==> config.mk <==
export PLATFORM = sky130hd
export DESIGN_NAME = frame_shell_top
export DESIGN_NICKNAME = d
export VERILOG_FILES = /design/src/frame_cfg_pkg.sv /design/src/frame_bus_pkg.sv /design/src/frame_cfg_regs.sv /design/src/frame_user_port.sv /design/src/frame_ddr_arb.sv /design/src/frame_shell_top.sv
export SDC_FILE = /design/constraint.sdc
export NUM_CORES = 1
export LEC_CHECK = 0
export ABC_AREA = 1
export BUFFER_PORTS_ARGS = -buffer_cell sky130_fd_sc_hd__buf_2
export CORE_ASPECT_RATIO = 0.75
export CORE_MARGIN = 10
export CORE_UTILIZATION = 32
export DETAILED_ROUTE_END_ITERATION = 10
export PLACE_DENSITY = 0.72
export SYNTH_ARGS = -nofsm -noshare
export SYNTH_HDL_FRONTEND = slang
export SYNTH_HIERARCHICAL = 1
export SYNTH_SLANG_ARGS = --single-unit
==> constraint.sdc <==
create_clock -name clk_sys -period 3.45 [get_ports clk_sys]
set_input_delay 0.69 -clock clk_sys [delete_from_list [all_inputs] [get_ports clk_sys]]
set_output_delay 0.69 -clock clk_sys [all_outputs]
set_load 0.02 [all_outputs]
==> src/frame_cfg_pkg.sv <==
// Configuration package with the host status word layout and decoded field types
package frame_cfg_pkg;

    // Host status word and the 16-bit slices it is written in
    typedef logic [63:0] status_word_t;
    typedef logic [15:0] cfg_word_t;
    typedef logic [1:0]  cfg_addr_t;

    localparam int STATUS_WORDS = 4;

    // Decoded field types
    typedef logic [3:0]  offset_t;
    typedef logic [3:0]  hscale_t;
    typedef logic [2:0]  shadow_t;
    typedef logic [15:0] menumask_t;

    // Horizontal scaling for CRT
    localparam int HSIZE_EN_BIT    = 19;
    localparam int HSIZE_SCALE_LSB = 20;

    // Screen position
    localparam int HOFFSET_LSB = 24;
    localparam int VOFFSET_LSB = 28;

    // HDMI shadowmask overlay
    localparam int SHADOW_LSB     = 32;
    localparam int SHADOW_2X_BIT  = 35;
    localparam int SHADOW_ROT_BIT = 36;

    // User-port function enables
    localparam int DB15_EN_BIT = 37;
    localparam int UART_EN_BIT = 38;

    // Flip pair overlaps the UART enable bit
    localparam int         FLIP_LSB  = 38;
    localparam logic [1:0] FLIP_CODE = 2'd2;

    // Menu mask bits, a set bit hides the OSD item
    localparam int MENU_DIRECT_BIT = 0;
    localparam int MENU_VERT_BIT   = 1;
    localparam int MENU_HSIZE_BIT  = 2;
    localparam int MENU_SHADOW_BIT = 3;
    localparam int MENU_ROT_BIT    = 4;

endpackage

==> src/frame_bus_pkg.sv <==
// Bus package with DDR and user-port widths and the DDR arbiter state type
package frame_bus_pkg;

    // DDR command fields
    typedef logic [28:0] ddr_addr_t;
    typedef logic [7:0]  ddr_burst_t;
    typedef logic [7:0]  ddr_be_t;

    // Read beats in flight, room for several full bursts
    localparam int PEND_W = 12;
    typedef logic [PEND_W-1:0] pend_cnt_t;

    // Seven user-port pins
    typedef logic [6:0] user_pins_t;

    // Lines float high when nothing drives them
    localparam user_pins_t USER_IDLE = '1;

    // Serial pins of the user port
    localparam int UART_TX_PIN = 0;
    localparam int UART_RX_PIN = 1;

    // DDR ownership
    typedef enum logic [1:0] {
        ARB_LOAD  = 2'd0,
        ARB_ROT   = 2'd1,
        ARB_DRAIN = 2'd2
    } arb_state_t;

endpackage

==> src/frame_cfg_regs.sv <==
// Status word register written by the host controller, with OSD field decode
module frame_cfg_regs (
    input  logic                     clk_sys,
    input  logic                     rst,
    // Host word writes
    input  logic                     cfg_valid,
    input  frame_cfg_pkg::cfg_addr_t cfg_addr,
    input  frame_cfg_pkg::cfg_word_t cfg_data,
    output logic                     cfg_ready,
    // Core and video mode
    input  logic                     core_vertical,
    input  logic                     direct_video,
    // Decoded fields
    output frame_cfg_pkg::offset_t   hoffset,
    output frame_cfg_pkg::offset_t   voffset,
    output logic                     hsize_enable,
    output frame_cfg_pkg::hscale_t   hsize_scale,
    output frame_cfg_pkg::shadow_t   shadowmask,
    output logic                     shadowmask_2x,
    output logic                     shadowmask_rot,
    output logic                     uart_en,
    output logic                     db15_en,
    output logic                     framebuf_flip,
    output frame_cfg_pkg::menumask_t status_menumask
);
    import frame_cfg_pkg::*;

    localparam int SLICE_W = $bits(cfg_word_t);

    status_word_t status_q;
    status_word_t status_next;
    logic         cfg_write;

    // Writes accepted on any cycle outside reset
    assign cfg_ready = !rst;
    assign cfg_write = cfg_valid && cfg_ready;

    // Replace the addressed slice, keep the rest
    always_comb begin
        status_next = status_q;
        if (cfg_write) begin
            for (int i = 0; i < STATUS_WORDS; i++) begin
                if (cfg_addr == cfg_addr_t'(i)) begin
                    status_next[i*SLICE_W +: SLICE_W] = cfg_data;
                end
            end
        end
    end

    always_ff @(posedge clk_sys) begin
        if (rst) begin
            status_q      <= '0;
            framebuf_flip <= 1'b0;
        end else begin
            status_q      <= status_next;
            // Taken from the new word so flip moves with the other fields
            framebuf_flip <= status_next[FLIP_LSB +: 2] == FLIP_CODE;
        end
    end

    // Screen offsets and scaling
    assign hoffset      = status_q[HOFFSET_LSB +: $bits(offset_t)];
    assign voffset      = status_q[VOFFSET_LSB +: $bits(offset_t)];
    assign hsize_enable = status_q[HSIZE_EN_BIT];
    assign hsize_scale  = status_q[HSIZE_SCALE_LSB +: $bits(hscale_t)];

    // Shadowmask overlay
    assign shadowmask     = status_q[SHADOW_LSB +: $bits(shadow_t)];
    assign shadowmask_2x  = status_q[SHADOW_2X_BIT];
    assign shadowmask_rot = core_vertical ^ status_q[SHADOW_ROT_BIT];

    // User-port functions
    assign uart_en = status_q[UART_EN_BIT];
    assign db15_en = status_q[DB15_EN_BIT];

    // Hide menu items that do not apply to this core
    always_comb begin
        status_menumask                  = '0;
        status_menumask[MENU_DIRECT_BIT] = direct_video;
        status_menumask[MENU_VERT_BIT]   = !core_vertical;
        status_menumask[MENU_HSIZE_BIT]  = !hsize_enable;
        status_menumask[MENU_SHADOW_BIT] = shadowmask == '0;
        // No extra rotate options
        status_menumask[MENU_ROT_BIT]    = 1'b1;
    end

endmodule

==> src/frame_user_port.sv <==
// User-port pin synchroniser and registered joystick, UART or idle output select
module frame_user_port (
    input  logic                      clk_sys,
    input  logic                      rst,
    input  logic                      uart_en,
    input  logic                      db15_en,
    input  frame_bus_pkg::user_pins_t user_in,
    // DB15 joystick pin pattern
    input  frame_bus_pkg::user_pins_t joy_pins,
    input  logic                      uart_tx,
    input  logic                      game_tx,
    output frame_bus_pkg::user_pins_t user_out,
    output logic                      game_rx,
    output frame_bus_pkg::user_pins_t user_sync
);
    import frame_bus_pkg::*;

    user_pins_t user_meta;
    user_pins_t out_next;

    // Two-flop synchroniser on the external pins
    always_ff @(posedge clk_sys) begin
        if (rst) begin
            user_meta <= USER_IDLE;
            user_sync <= USER_IDLE;
        end else begin
            user_meta <= user_in;
            user_sync <= user_meta;
        end
    end

    // DB15 first, then UART, else lines left idle
    always_comb begin
        if (db15_en) begin
            out_next = joy_pins;
        end else if (uart_en) begin
            out_next              = '0;
            out_next[UART_RX_PIN] = 1'b1;
            // Cheat and core transmitters share the line
            out_next[UART_TX_PIN] = uart_tx & game_tx;
        end else begin
            out_next = USER_IDLE;
        end
    end

    always_ff @(posedge clk_sys) begin
        if (rst) begin
            user_out <= USER_IDLE;
        end else begin
            user_out <= out_next;
        end
    end

    // Receive line held at mark level while the UART is off
    assign game_rx = uart_en ? user_sync[UART_RX_PIN] : 1'b1;

endmodule

==> src/frame_ddr_arb.sv <==
// DDR port arbiter sharing one port between the ROM loader and the screen rotator
module frame_ddr_arb (
    input  logic                      clk_sys,
    input  logic                      rst,
    input  logic                      downloading,
    // Fast ROM loader
    input  logic                      ld_rd,
    input  frame_bus_pkg::ddr_addr_t  ld_addr,
    input  frame_bus_pkg::ddr_burst_t ld_burstcnt,
    output logic                      ld_ready,
    // Screen rotator
    input  logic                      rot_rd,
    input  logic                      rot_we,
    input  frame_bus_pkg::ddr_addr_t  rot_addr,
    input  frame_bus_pkg::ddr_burst_t rot_burstcnt,
    input  frame_bus_pkg::ddr_be_t    rot_be,
    output logic                      rot_ready,
    // DDR port
    input  logic                      ddr_busy,
    input  logic                      ddr_dout_ready,
    output logic                      ddr_rd,
    output logic                      ddr_we,
    output frame_bus_pkg::ddr_addr_t  ddr_addr,
    output frame_bus_pkg::ddr_burst_t ddr_burstcnt,
    output frame_bus_pkg::ddr_be_t    ddr_be
);
    import frame_bus_pkg::*;

    arb_state_t state;
    arb_state_t state_next;
    pend_cnt_t  pend_cnt;
    pend_cnt_t  pend_next;
    logic       ld_owner;

    assign ld_owner = state == ARB_LOAD;

    // Owner must still match downloading, else a drain is about to start
    assign ld_ready  = ld_owner && downloading && !ddr_busy;
    assign rot_ready = (state == ARB_ROT) && !downloading && !ddr_busy;

    // Only accepted commands reach the port
    assign ddr_rd = (ld_rd && ld_ready) || (rot_rd && rot_ready);
    assign ddr_we = rot_we && rot_ready;

    // Payload follows the owner
    assign ddr_addr     = ld_owner ? ld_addr : rot_addr;
    assign ddr_burstcnt = ld_owner ? ld_burstcnt : rot_burstcnt;
    // Loader always writes whole words
    assign ddr_be       = ld_owner ? '1 : rot_be;

    // Read beats issued but not yet returned
    always_comb begin
        pend_next = pend_cnt;
        if (ddr_rd) begin
            pend_next = pend_next + pend_cnt_t'(ddr_burstcnt);
        end
        if (ddr_dout_ready) begin
            pend_next = pend_next - pend_cnt_t'(1);
        end
    end

    always_comb begin
        state_next = state;
        case (state)
            ARB_LOAD: begin
                if (!downloading) begin
                    state_next = ARB_DRAIN;
                end
            end
            ARB_ROT: begin
                if (downloading) begin
                    state_next = ARB_DRAIN;
                end
            end
            ARB_DRAIN: begin
                // Hand over once the last beat is back
                if (pend_cnt == '0) begin
                    state_next = downloading ? ARB_LOAD : ARB_ROT;
                end
            end
            default: begin
                state_next = ARB_ROT;
            end
        endcase
    end

    always_ff @(posedge clk_sys) begin
        if (rst) begin
            state    <= ARB_ROT;
            pend_cnt <= '0;
        end else begin
            state    <= state_next;
            pend_cnt <= pend_next;
        end
    end

endmodule

==> src/frame_shell_top.sv <==
// Board shell top level with configuration, user-port and DDR arbitration blocks
module frame_shell_top (
    input  logic                      clk_sys,
    input  logic                      rst,
    // Host configuration writes
    input  logic                      cfg_valid,
    input  frame_cfg_pkg::cfg_addr_t  cfg_addr,
    input  frame_cfg_pkg::cfg_word_t  cfg_data,
    output logic                      cfg_ready,
    input  logic                      core_vertical,
    input  logic                      direct_video,
    // Decoded configuration
    output frame_cfg_pkg::offset_t    hoffset,
    output frame_cfg_pkg::offset_t    voffset,
    output logic                      hsize_enable,
    output frame_cfg_pkg::hscale_t    hsize_scale,
    output frame_cfg_pkg::shadow_t    shadowmask,
    output logic                      shadowmask_2x,
    output logic                      shadowmask_rot,
    output logic                      framebuf_flip,
    output frame_cfg_pkg::menumask_t  status_menumask,
    output logic                      uart_en,
    output logic                      db15_en,
    // User port
    input  frame_bus_pkg::user_pins_t user_in,
    input  frame_bus_pkg::user_pins_t joy_pins,
    input  logic                      uart_tx,
    input  logic                      game_tx,
    output frame_bus_pkg::user_pins_t user_out,
    output logic                      game_rx,
    output frame_bus_pkg::user_pins_t user_sync,
    // DDR requesters
    input  logic                      downloading,
    input  logic                      ld_rd,
    input  frame_bus_pkg::ddr_addr_t  ld_addr,
    input  frame_bus_pkg::ddr_burst_t ld_burstcnt,
    output logic                      ld_ready,
    input  logic                      rot_rd,
    input  logic                      rot_we,
    input  frame_bus_pkg::ddr_addr_t  rot_addr,
    input  frame_bus_pkg::ddr_burst_t rot_burstcnt,
    input  frame_bus_pkg::ddr_be_t    rot_be,
    output logic                      rot_ready,
    // DDR port
    input  logic                      ddr_busy,
    input  logic                      ddr_dout_ready,
    output logic                      ddr_rd,
    output logic                      ddr_we,
    output frame_bus_pkg::ddr_addr_t  ddr_addr,
    output frame_bus_pkg::ddr_burst_t ddr_burstcnt,
    output frame_bus_pkg::ddr_be_t    ddr_be
);

    // Status word, its decode and the enables that steer the user port
    frame_cfg_regs u_cfg_regs (.*);

    // Joystick, UART or idle levels on the user pins
    frame_user_port u_user_port (.*);

    // Loader during downloads, rotator the rest of the time
    frame_ddr_arb u_ddr_arb (.*);

endmodule

Word-level counts from Yosys, hierarchy flattened:

Index checks and enable logic that the tools add are counted.

* add/subtract/negate cells: 2
* eq/ne operators: 8
* muxes and demuxes: 17
* bitwise operators: 2
* reduce and logical (&&, ||, !) cells: 22

Operators with widths (count)
* 40-bit two-way mux: 1
* 16-bit two-way mux: 2
* 29-bit two-way mux: 1
* 12-bit two-way mux: 2
* 8-bit two-way mux: 3
* 7-bit two-way mux: 2
* 12-bit by 8-bit adder with 12-bit output: 1
* 12-bit logical NOT: 1
* 12-bit by 1-bit subtractor with 12-bit output, second input constant: 1
* 1-bit logical AND: 8
* 2-bit equality test, second input constant: 3
* 2-bit two-way mux: 3
* 2-bit case mux with 3 select lines: 1
* 2-bit AND reduction: 3
* 1-bit logical NOT: 5
* 2-bit by 1-bit equality test with 1-bit output, second input constant: 2
* 2-bit logical NOT: 2
* 2-bit != test, second input constant: 2
* 3-bit logical NOT: 1
* 3-bit AND reduction: 1
* 1-bit two-way mux: 2
* 2-bit by 1-bit != test with 1-bit output, second input constant: 1
* 1-bit bitwise AND: 1
* 1-bit logical OR: 1
* 1-bit bitwise XOR: 1

* register bits after elaboration: 76
* output and inout bits: 102
* logic and storage cells: 61

Longest topological paths before layout:

Gate-level depths: netlist (run 1).

* word-level depth: 8
* depth in mapped cells: 23

Modules after synthesis:

The synthesis (run 1) kept the hierarchy.

Modules (own cells, without submodules)
* frame_ddr_arb: times used 1, cells each 356, area each 1988.2 µm², seq. area each 280.3 µm²
* frame_cfg_regs: times used 1, cells each 139, area each 1051.0 µm², seq. area each 440.4 µm²
* frame_user_port: times used 1, cells each 59, area each 618.1 µm², seq. area each 420.4 µm²

Worst setup path before layout (run 1):

Ideal clock, no wire load.

* path kind: register to register
* from: register u_ddr_arb.state[1]
* to: register u_ddr_arb.pend_cnt[11]
* library setup time: 0.113 ns
* arrival time: 2.936 ns
* path slack: 0.401 ns
* stages on the path, launching flop included: 21
* clock period less this slack: 3.049 ns
* path through: dfxtp_1 > nor2_4 > clkbuf_1 > clkbuf_1 > nand2_1 > nand2_1 > ha_1 > inv_1 > fa_1 > nor2_1 > nand2_1 > nand2_1 > nand2_1 > nand3_1 > nand2_1 > nor2_2 > nand2_4 > nor2_8 > nand3_2 > nor2_1 > nor2_1

* elaborated cells on any way between the ends: 14

RTL lines
* start: declaration: line frame_ddr_arb.sv:29 `arb_state_t state;`
* start signal: assignment: line frame_ddr_arb.sv:92 `state <= state_next;`
* 2-bit logical NOT *: line frame_ddr_arb.sv:35 `assign ld_owner = state == ARB_LOAD;`
* 8-bit two-way mux *: line frame_ddr_arb.sv:47 `assign ddr_burstcnt = ld_owner ? ld_burstcnt : rot_burstcnt;`
* via ddr_burstcnt[0]: line frame_shell_top.sv:50 `output frame_bus_pkg::ddr_burst_t ddr_burstcnt,`
* 12-bit by 8-bit adder with 12-bit output *: line frame_ddr_arb.sv:55 `pend_next = pend_next + pend_cnt_t'(ddr_burstcnt);`
* 12-bit two-way mux *: line frame_ddr_arb.sv:54 `if (ddr_rd) begin`
* 12-bit by 1-bit subtractor with 12-bit output: line frame_ddr_arb.sv:58 `pend_next = pend_next - pend_cnt_t'(1);`
* 12-bit two-way mux *: line frame_ddr_arb.sv:57 `if (ddr_dout_ready) begin`
* end signal: assignment: line frame_ddr_arb.sv:93 `pend_cnt <= pend_next;`
* end: declaration: line frame_ddr_arb.sv:31 `pend_cnt_t pend_cnt;`

The timed path passes the listed nets; every way through them passes the cells marked *.
A chain may end at the register's enable or synchronous reset.

Worst setup path after layout (run 1):

* from: register u_ddr_arb.state[1]
* to: register u_ddr_arb.pend_cnt[11]

* word-level cells in the longest chain between the ends: 8
* elaborated cells on any way between the ends: 14

RTL lines (line)
* parallel branches: the longest is 5 deep, another holds 12-bit by 8-bit adder with 12-bit output
* 12-bit two-way mux *: frame_ddr_arb.sv:54
* 12-bit by 1-bit subtractor with 12-bit output: frame_ddr_arb.sv:58
* 12-bit two-way mux *: frame_ddr_arb.sv:57

Mark *: on every way between the ends.

==> flow_summary.yaml, run 1 <==
power_and_ir_drop:
  power_density_mw_per_mm2: 574
  p_leak_uw: 0.00279
  peakVddDrop_uv: 274
  totalPowerFinal_uw: 2880
clock_network:
  cts.sinks: 57
  postCtsSetupBuffers: 0
  htreeDepth: 3
  cts-root-buf: "clkbuf_16"
  hold_buffers: 0
  clk_latency_ns: 0.31
  cts_tree: "built"
  clkTransAtPathRegs_ns: 0.05
  cts_buffers: 9
  clock_path_buffers: 2
  cts_resized: 0
synth:
  ys_types: 43
  seq_area_frac_synth_pct: 31.2
  async_flop_share_pct: 0
  synth_edf_count: 0
  syn_inst: 554
  avgSynthCellArea_um2: 6.60
  yosys_warnings: 6
  synth.area.mux_share_pct: 0
  synth_top_family_by_area: "simple AND/OR/NAND/NOR gates"
  ys.flop_type: "dfxtp_1"
  synthXorXnorAreaFrac_pct: 0.718
  synthAdderAreaFrac_pct: 3.63
  syn_area_mm2: 0.00366
  synth_simple_gate_area_share_pct: 44.8
  synth-seq-cells: 57
  synth_compound_area_share_pct: 5.64
setup_path:
  critPathCapture: "u_ddr_arb/pend_cnt[11]"
  worstPathMaxFanout: 29
  critPathLaunch: "u_ddr_arb/state[1]"
  cp-end-kind: "flip-flop"
  slowest_stage: "fa_1"
  crit-reg2reg-launch: "u_ddr_arb/state[1]"
  rrSetupSlack_ns: 0.55
  reg2regPathDepth: 18
  startpoint_type: "flip-flop"
  cp.arrival_ns: 3.11
  path_cells: "nor2_4, buf_4, nand2_1, o21ai_0, inv_1, fa_1, nor2_1, nand2_1, nand2_1, nand2_1, nand3_1, nand2_1, nor2_2, nand2_4, nor2_8, nand3_2, nor2_1, nor2_1"
  criticalPathCategory: "flip-flop to flip-flop"
  cp_common_cell: "nand2_1"
  rr_endpoint: "u_ddr_arb/pend_cnt[11]"
  slowest_delay_ns: 0.44
  required_ns: 3.66
run_status:
  outcome: "finished clean"
route:
  drt-total-wl_mm: 12.9
  drc: 0
  viasPerCell: 4.40
  wl_met1_mm: 5.08
  first_iter_violations: 164
  routedWlPerCell_um: 14.4
  postRouteAntennaNets: 0
  route.met2.wl_mm: 5.93
  dr_wl_met3_mm: 1.73
  drtPass1Iterations: 4
  num_vias: 3944
  top_layer: "met4"
global_routing:
  antenna_found_initial: 1
  grt_overflow_total: 0
  track_usage_pct: 15.2
  first_global_vias: 3957
  grt_pass1_wl_mm: 20.0
  grt_max_degree: 36
finish:
  finalNetCount: 887
  area_delta_synth_final_pct: 37.4
  fin_util_pct: 45.4
  nFillCells: 1175
  design_area_mm2: 0.00503
  final_layout_size_suffix_gt1_share_pct: 37.6
timing:
  period_needed_ns: 2.90
  fmax_ghz: 0.345
  hold_viol_final: 0
  period_share_pct: 84.1
  slew_violations: 0
  rsz0062_at_grt: "false"
  worstMarginPinSlew_ns: 0.524
  setup_violations: 0
  fin_worst_skew_ns: 0.00602
  maxSlewHeadroom_pct: 65.0
  tns_ns: 0
  hold_slack_ns: 0.402
placement:
  placed_area_mm2: 0.00467
  port_buffers: 214
  hpwl_mm: 10.9
  gp_congestion: 0.891
die:
  die_x_um: 143
  rows: 33
  core_mm2: 0.0111
  die_h_um: 113
  dieArea_mm2: 0.0161
  start_util_pct: 33.1
  io_pins: 229
worst_hold_path:
  min_path_cells: 1
  min_from: "u_user_port/user_meta[4]"
  hold_path.class: "flip-flop to flip-flop"
run:
  drv_cap: 0
==> placed cells by master, fill, tap and decap left out, types with 4 or more instances in the layout <==
cell / count
nor2_4: 5
nand3_1: 38
or2_1: 12
conb_1: 12
a21oi_1: 14
o21ai_0: 7
o21ai_1: 11
nand4_1: 4
buf_2: 214
clkbuf_16: 9
inv_1: 46
ha_1: 9
nand2_1: 197
nand2_2: 12
dfxtp_1: 57
inv_2: 7
buf_4: 4
nor2_1: 47
or2_2: 14
==> worst max-delay path, delay by kind of cell (launching register included) <==
kind / cells / cell delay (ns)
DFF: 1 / 0.37
buffers and inverters: 2 / 0.40
AOI/OAI and AO/OA: 1 / 0.14
adders and majority gates: 1 / 0.44
and+or+nand+nor: 14 / 1.44
==> cell type report <==
type | instances | area [µm²] | share of cell area [%]
multi-input cells | 410 | 2050 | 40.8
flip-flops and latches | 57 | 1140 | 22.7
inverters | 54 | 203 | 4.03
clock inverters | 4 | 98.8 | 1.97
clock buffers | 12 | 256 | 5.10
well taps | 140 | 175 | 3.49
repair buffers | 218 | 1100 | 21.9
diodes | 1 | 2.50 | 0.0498
==> synth_stat cells (2+ instances only) <==
| library cell | count | area, µm² |
|---|---|---|
| dfxtp_1 | 57 | 1140 |
| nand4_1 | 4 | 25.0 |
| xor2_1 | 2 | 17.5 |
| buf_6 | 2 | 22.5 |
| nor3_1 | 2 | 10.0 |
| buf_4 | 28 | 210 |
| inv_2 | 7 | 26.3 |
| nor2_2 | 2 | 12.5 |
| conb_1 | 2 | 7.51 |
| or2_2 | 14 | 87.6 |
| nand2_2 | 12 | 75.1 |
| o21ai_0 | 7 | 35.0 |
| nand4_4 | 2 | 42.5 |
| clkbuf_1 | 10 | 37.5 |
| nand2_1 | 197 | 739 |
| nand3_1 | 38 | 190 |
| ha_1 | 9 | 113 |
| nor2_4 | 5 | 56.3 |
| o21ai_1 | 11 | 55.1 |
| nand2_4 | 2 | 22.5 |
| nor2_1 | 47 | 176 |
| or2_1 | 12 | 75.1 |
| inv_1 | 46 | 173 |
| a21oi_1 | 14 | 70.1 |
| nand3b_1 | 2 | 15.0 |
| nor4_1 | 3 | 18.8 |
==> through the flow <==
step | instances | worst slack (ns)
after floorplan | 564 | 0.401
after CTS | 895 | 0.533
after detailed placement | 879 | 0.547
after global routing | 896 | 0.186
final | 896 | 0.549
after global placement | 879 | 0.633
==> state kept, by name (all words and copies together), names as in the netlist <==
name and count:
u_user_port/user_meta 7, u_ddr_arb/pend_cnt 12, u_user_port/user_out 7, u_ddr_arb/state 2
u_cfg_regs/status_q 21, u_user_port/user_sync 7, u_cfg_regs/framebuf_flip 1
==> logic make-up after synthesis <==
| logic type | count (synthesis) |
|---|---|
| AO/OA/AOI/OAI | 37 |
| other | 2 |
| AND/OR/NAND/NOR | 348 |
| adder cells (fa/ha/maj) | 10 |
| buffers and inverters | 97 |
| XOR/XNOR | 3 |
| flip-flops | 57 |
==> report_power, final <==
part / switching (µW) / internal [µW] / total [µW]
registers: 51.2 / 712 / 764
logic: 704 / 372 / 1080
clock network: 299 / 745 / 1040
==> layer usage <==
| layer | vias up | GRT usage [%] |
|---|---|---|
| met2 | 182 | 25.7 |
| met3 | 12 | 7.67 |
| met1 | 1671 | 16.5 |
| li1 | 2079 | - |
| met4 | 0 | 4.28 |
| met5 | - | 0 |
==> how the worst min path moves through the flow <==
stage	to	slack, ns
detailed placement	u_user_port/user_sync[2]	0.39
CTS	u_user_port/user_sync[4]	0.40
global placement	u_user_port/user_sync[4]	0.38
floorplan	u_user_port/user_sync[2]	0.38
finish	u_user_port/user_sync[4]	0.40
global route	u_user_port/user_sync[6]	0.42
Note: power is estimated with default switching activity, not from simulation.
==> run 2, diff against run 1 <==
ABC_AREA = 0   (was 1)
clock period = 2.8 ns   (was 3.45 ns; I/O delays follow)
==> run 2 against run 1 <==
  * The run now ends with negative setup slack left
  * Final cell count shrank 16%
  * Die area decreased by 0.95%
  * Combinational power up 65%
  * Sequential cell count is the same
  * Global-route usage is 0.21 points higher
  * First-iteration DRC count is 18% higher
  * Routed wire length rose by 1.7%
  * Register-to-register slack got worse by 0.73 ns
  * Largest cell class unchanged
==> flow_summary.yaml, run 2 <==
die:
  die_x_um: 143
  dieArea_mm2: 0.0160
  rows: 33
  die_h_um: 112
  core_mm2: 0.0110
  start_util_pct: 32.9
  io_pins: 229
finish:
  multi_input_area_mm2: 0.00243
  reg_top3: "u_cfg_regs/status_q x21, u_ddr_arb/pend_cnt x12"
  largest_reg_flops: 21
  final_layout_size_suffix_gt1_share_pct: 62.6
  area_delta_synth_final_pct: 53.0
  nFillCells: 1035
  final_cell_mix: "214 x buf_2, 55 x dfxtp_1, 43 x mux2_2"
  seqCellArea_mm2: 0.00115
  num_antenna_cells: 0
  finalNetCount: 747
  top_register: "u_cfg_regs/status_q"
  layout_commonest_cell: "buf_2"
synth:
  synth.most_common_cell: "dfxtp_1"
  syn_inst: 376
  ys.flop_type: "dfxtp_1"
  ys_types: 66
  synth_top_cell_by_area: "dfxtp_1"
  synth-seq-cells: 57
  avgSynthCellArea_um2: 9.62
  async_flop_share_pct: 0
  synth_area_leaders: "dfxtp_1 32%, mux2_2 14%, buf_4 6.0%"
  seq_area_frac_synth_pct: 31.6
  synth.top_cells.by_count: "57 x dfxtp_1, 46 x mux2_2, 29 x buf_4"
  syn_area_mm2: 0.00362
  yosysTopAreaCellShare_pct: 31.6
  yosys_warnings: 6
  synth_edf_count: 0
placement:
  gp_congestion: 0.881
  port_buffers: 214
  hpwl_mm: 10.9
timing:
  period_share_pct: 106
  rsz0062_at_grt: "true"
  slew_violations: 0
  period_needed_ns: 2.98
  fmax_ghz: 0.336
  tns_ns: -0.485
  setup_violations: 6
  setup_ws_ns: -0.177
  fin_worst_skew_ns: 0.00628
  hold_slack_ns: 0.401
  hold_viol_final: 0
clock_network:
  clk_latency_ns: 0.32
  clock_path_buffers: 2
  hold_buffers: 0
  htreeDepth: 3
  cts_tree: "built"
  cts_buffers: 9
  clkTransAtPathRegs_ns: 0.05
  cts.sinks: 57
  cts-root-buf: "clkbuf_16"
run_status:
  violations: "negative setup slack"
  outcome: "finished with violations"
route:
  drt-total-wl_mm: 13.1
  drc: 0
  postRouteAntennaNets: 0
  first_iter_violations: 193
  viasPerCell: 4.68
  drtPass1Iterations: 4
  routedWlPerCell_um: 17.4
  num_vias: 3537
worst_hold_path:
  min_from: "u_user_port/user_meta[5]"
  hold_path.class: "flip-flop to flip-flop"
  min_path_cells: 1
  hold_end: "u_user_port/user_sync[5]"
setup_path:
  rr_endpoint: "u_ddr_arb/pend_cnt[10]"
  criticalPathCategory: "flip-flop to flip-flop"
  cp.arrival_ns: 3.22
  cp-end-kind: "flip-flop"
  crit-reg2reg-launch: "u_ddr_arb/state[0]"
  required_ns: 3.04
  reg2regPathDepth: 16
  rrSetupSlack_ns: -0.18
  startpoint_type: "flip-flop"
  worstPathMaxFanout: 4
global_routing:
  grt_pass1_wl_mm: 19.8
  grt_max_degree: 46
  grt_overflow_total: 0
  track_usage_pct: 15.5
  antenna_found_initial: 0
  first_global_vias: 3686
run:
  drv_cap: 0
power_and_ir_drop:
  peakVddDrop_uv: 363
  power_density_mw_per_mm2: 710
  p_leak_uw: 0.00267
run 2: changes by cell type after synthesis, moves of 8 or more:
cell      delta
nor2_1      -23
nor2b_1     +15
o21ai_1     -10
nand2_1    -188
a21o_1       +8
nand2b_1    +11
mux2i_1      +9
nand3_1     -33
nor3_1       +9
mux2_2      +46
nand2_2     -12
xnor2_1      +9
inv_1       -33
run 2: per-layer routing:
metal | track usage, % | wire [µm] | vias up
li1 | - | - | 1738
met1 | 17.8 | 5350 | 1711
met2 | 27.8 | 7050 | 77
met3 | 4.30 | 609 | 11
met4 | 3.16 | 140 | 0
met5 | 0 | 0 | -
run 2: kinds of logic after synthesis:
| kind of cell | after synthesis | synth area share [%] |
|---|---|---|
| simple gates | 126 | 20.7 |
| mux | 63 | 20.1 |
| flops | 57 | 31.6 |
| buf+inv | 56 | 9.72 |
| compound gates | 47 | 10.5 |
| xor+xnor | 15 | 3.63 |
| fa+ha+maj | 10 | 3.67 |
| other cells | 2 | 0.208 |
run 2: final cells by class:
| cell class | count | share of cell area [%] |
|---|---|---|
| clock buffers | 11 | 4.39 |
| multi-input cells | 273 | 43.9 |
| flip-flops and latches | 57 | 20.7 |
| repair buffers | 255 | 25.4 |
| well taps | 140 | 3.17 |
| inverters | 14 | 0.950 |
| clock inverters | 5 | 1.42 |
run 2: power by group:
group	internal, µW	leakage (µW)	switching [µW]	total (µW)
logic	872	0.00205	906	1780
registers	893	0.000468	95.7	989
clock network	800	0.000159	363	1160
run 2: per-stage QoR:
stage	cells	cell area, µm²	total power, µW	utilization (%)	setup slack [ns]
after floorplan	386	3760	2000	-	-0.252
after global placement	730	4950	2500	45.1	-0.163
after detailed placement	730	4950	2540	45.1	-0.284
after CTS	753	5420	3840	49.3	-0.165
after global routing	755	5530	4160	50.4	-0.301
final	755	5530	3930	50.4	-0.177
run 2: timing repair:
action	4_1_cts	5_1_grt
hold endpoints to repair	0	0
pin swaps	8	10
setup endpoints to repair	6	8
resized for setup	16	18
setup buffers	7	2
cloned	0	0
run 2: how the worst max path moves through the flow:
stage,cells past startpoint,startpoint,to,slack [ns]
final,16,u_ddr_arb/state[0],u_ddr_arb/pend_cnt[10],-0.18
after global routing,16,u_ddr_arb/state[0],u_ddr_arb/pend_cnt[10],-0.30
after CTS,15,u_ddr_arb/state[1],u_ddr_arb/pend_cnt[10],-0.16
after detailed placement,15,rot_burstcnt[0],u_ddr_arb/pend_cnt[10],-0.28
after global placement,11,u_ddr_arb/state[0],u_ddr_arb/pend_cnt[11],-0.16
after floorplan,16,u_ddr_arb/state[0],u_ddr_arb/pend_cnt[10],-0.25
run 2: critical path, stage by stage (launching register included):
cell and delay (ns):
dfxtp_4 0.34, nor2_4 0.15, buf_6 0.13, mux2_4 0.17
ha_4 0.13, inv_2 0.03, fa_1 0.50, nor2_1 0.06
a21oi_2 0.13, ha_2 0.21, nand2_4 0.08, nor2_4 0.09
o21ai_2 0.08, o31ai_4 0.27, nand3_2 0.15, o31a_1 0.27
nor3_2 0.10
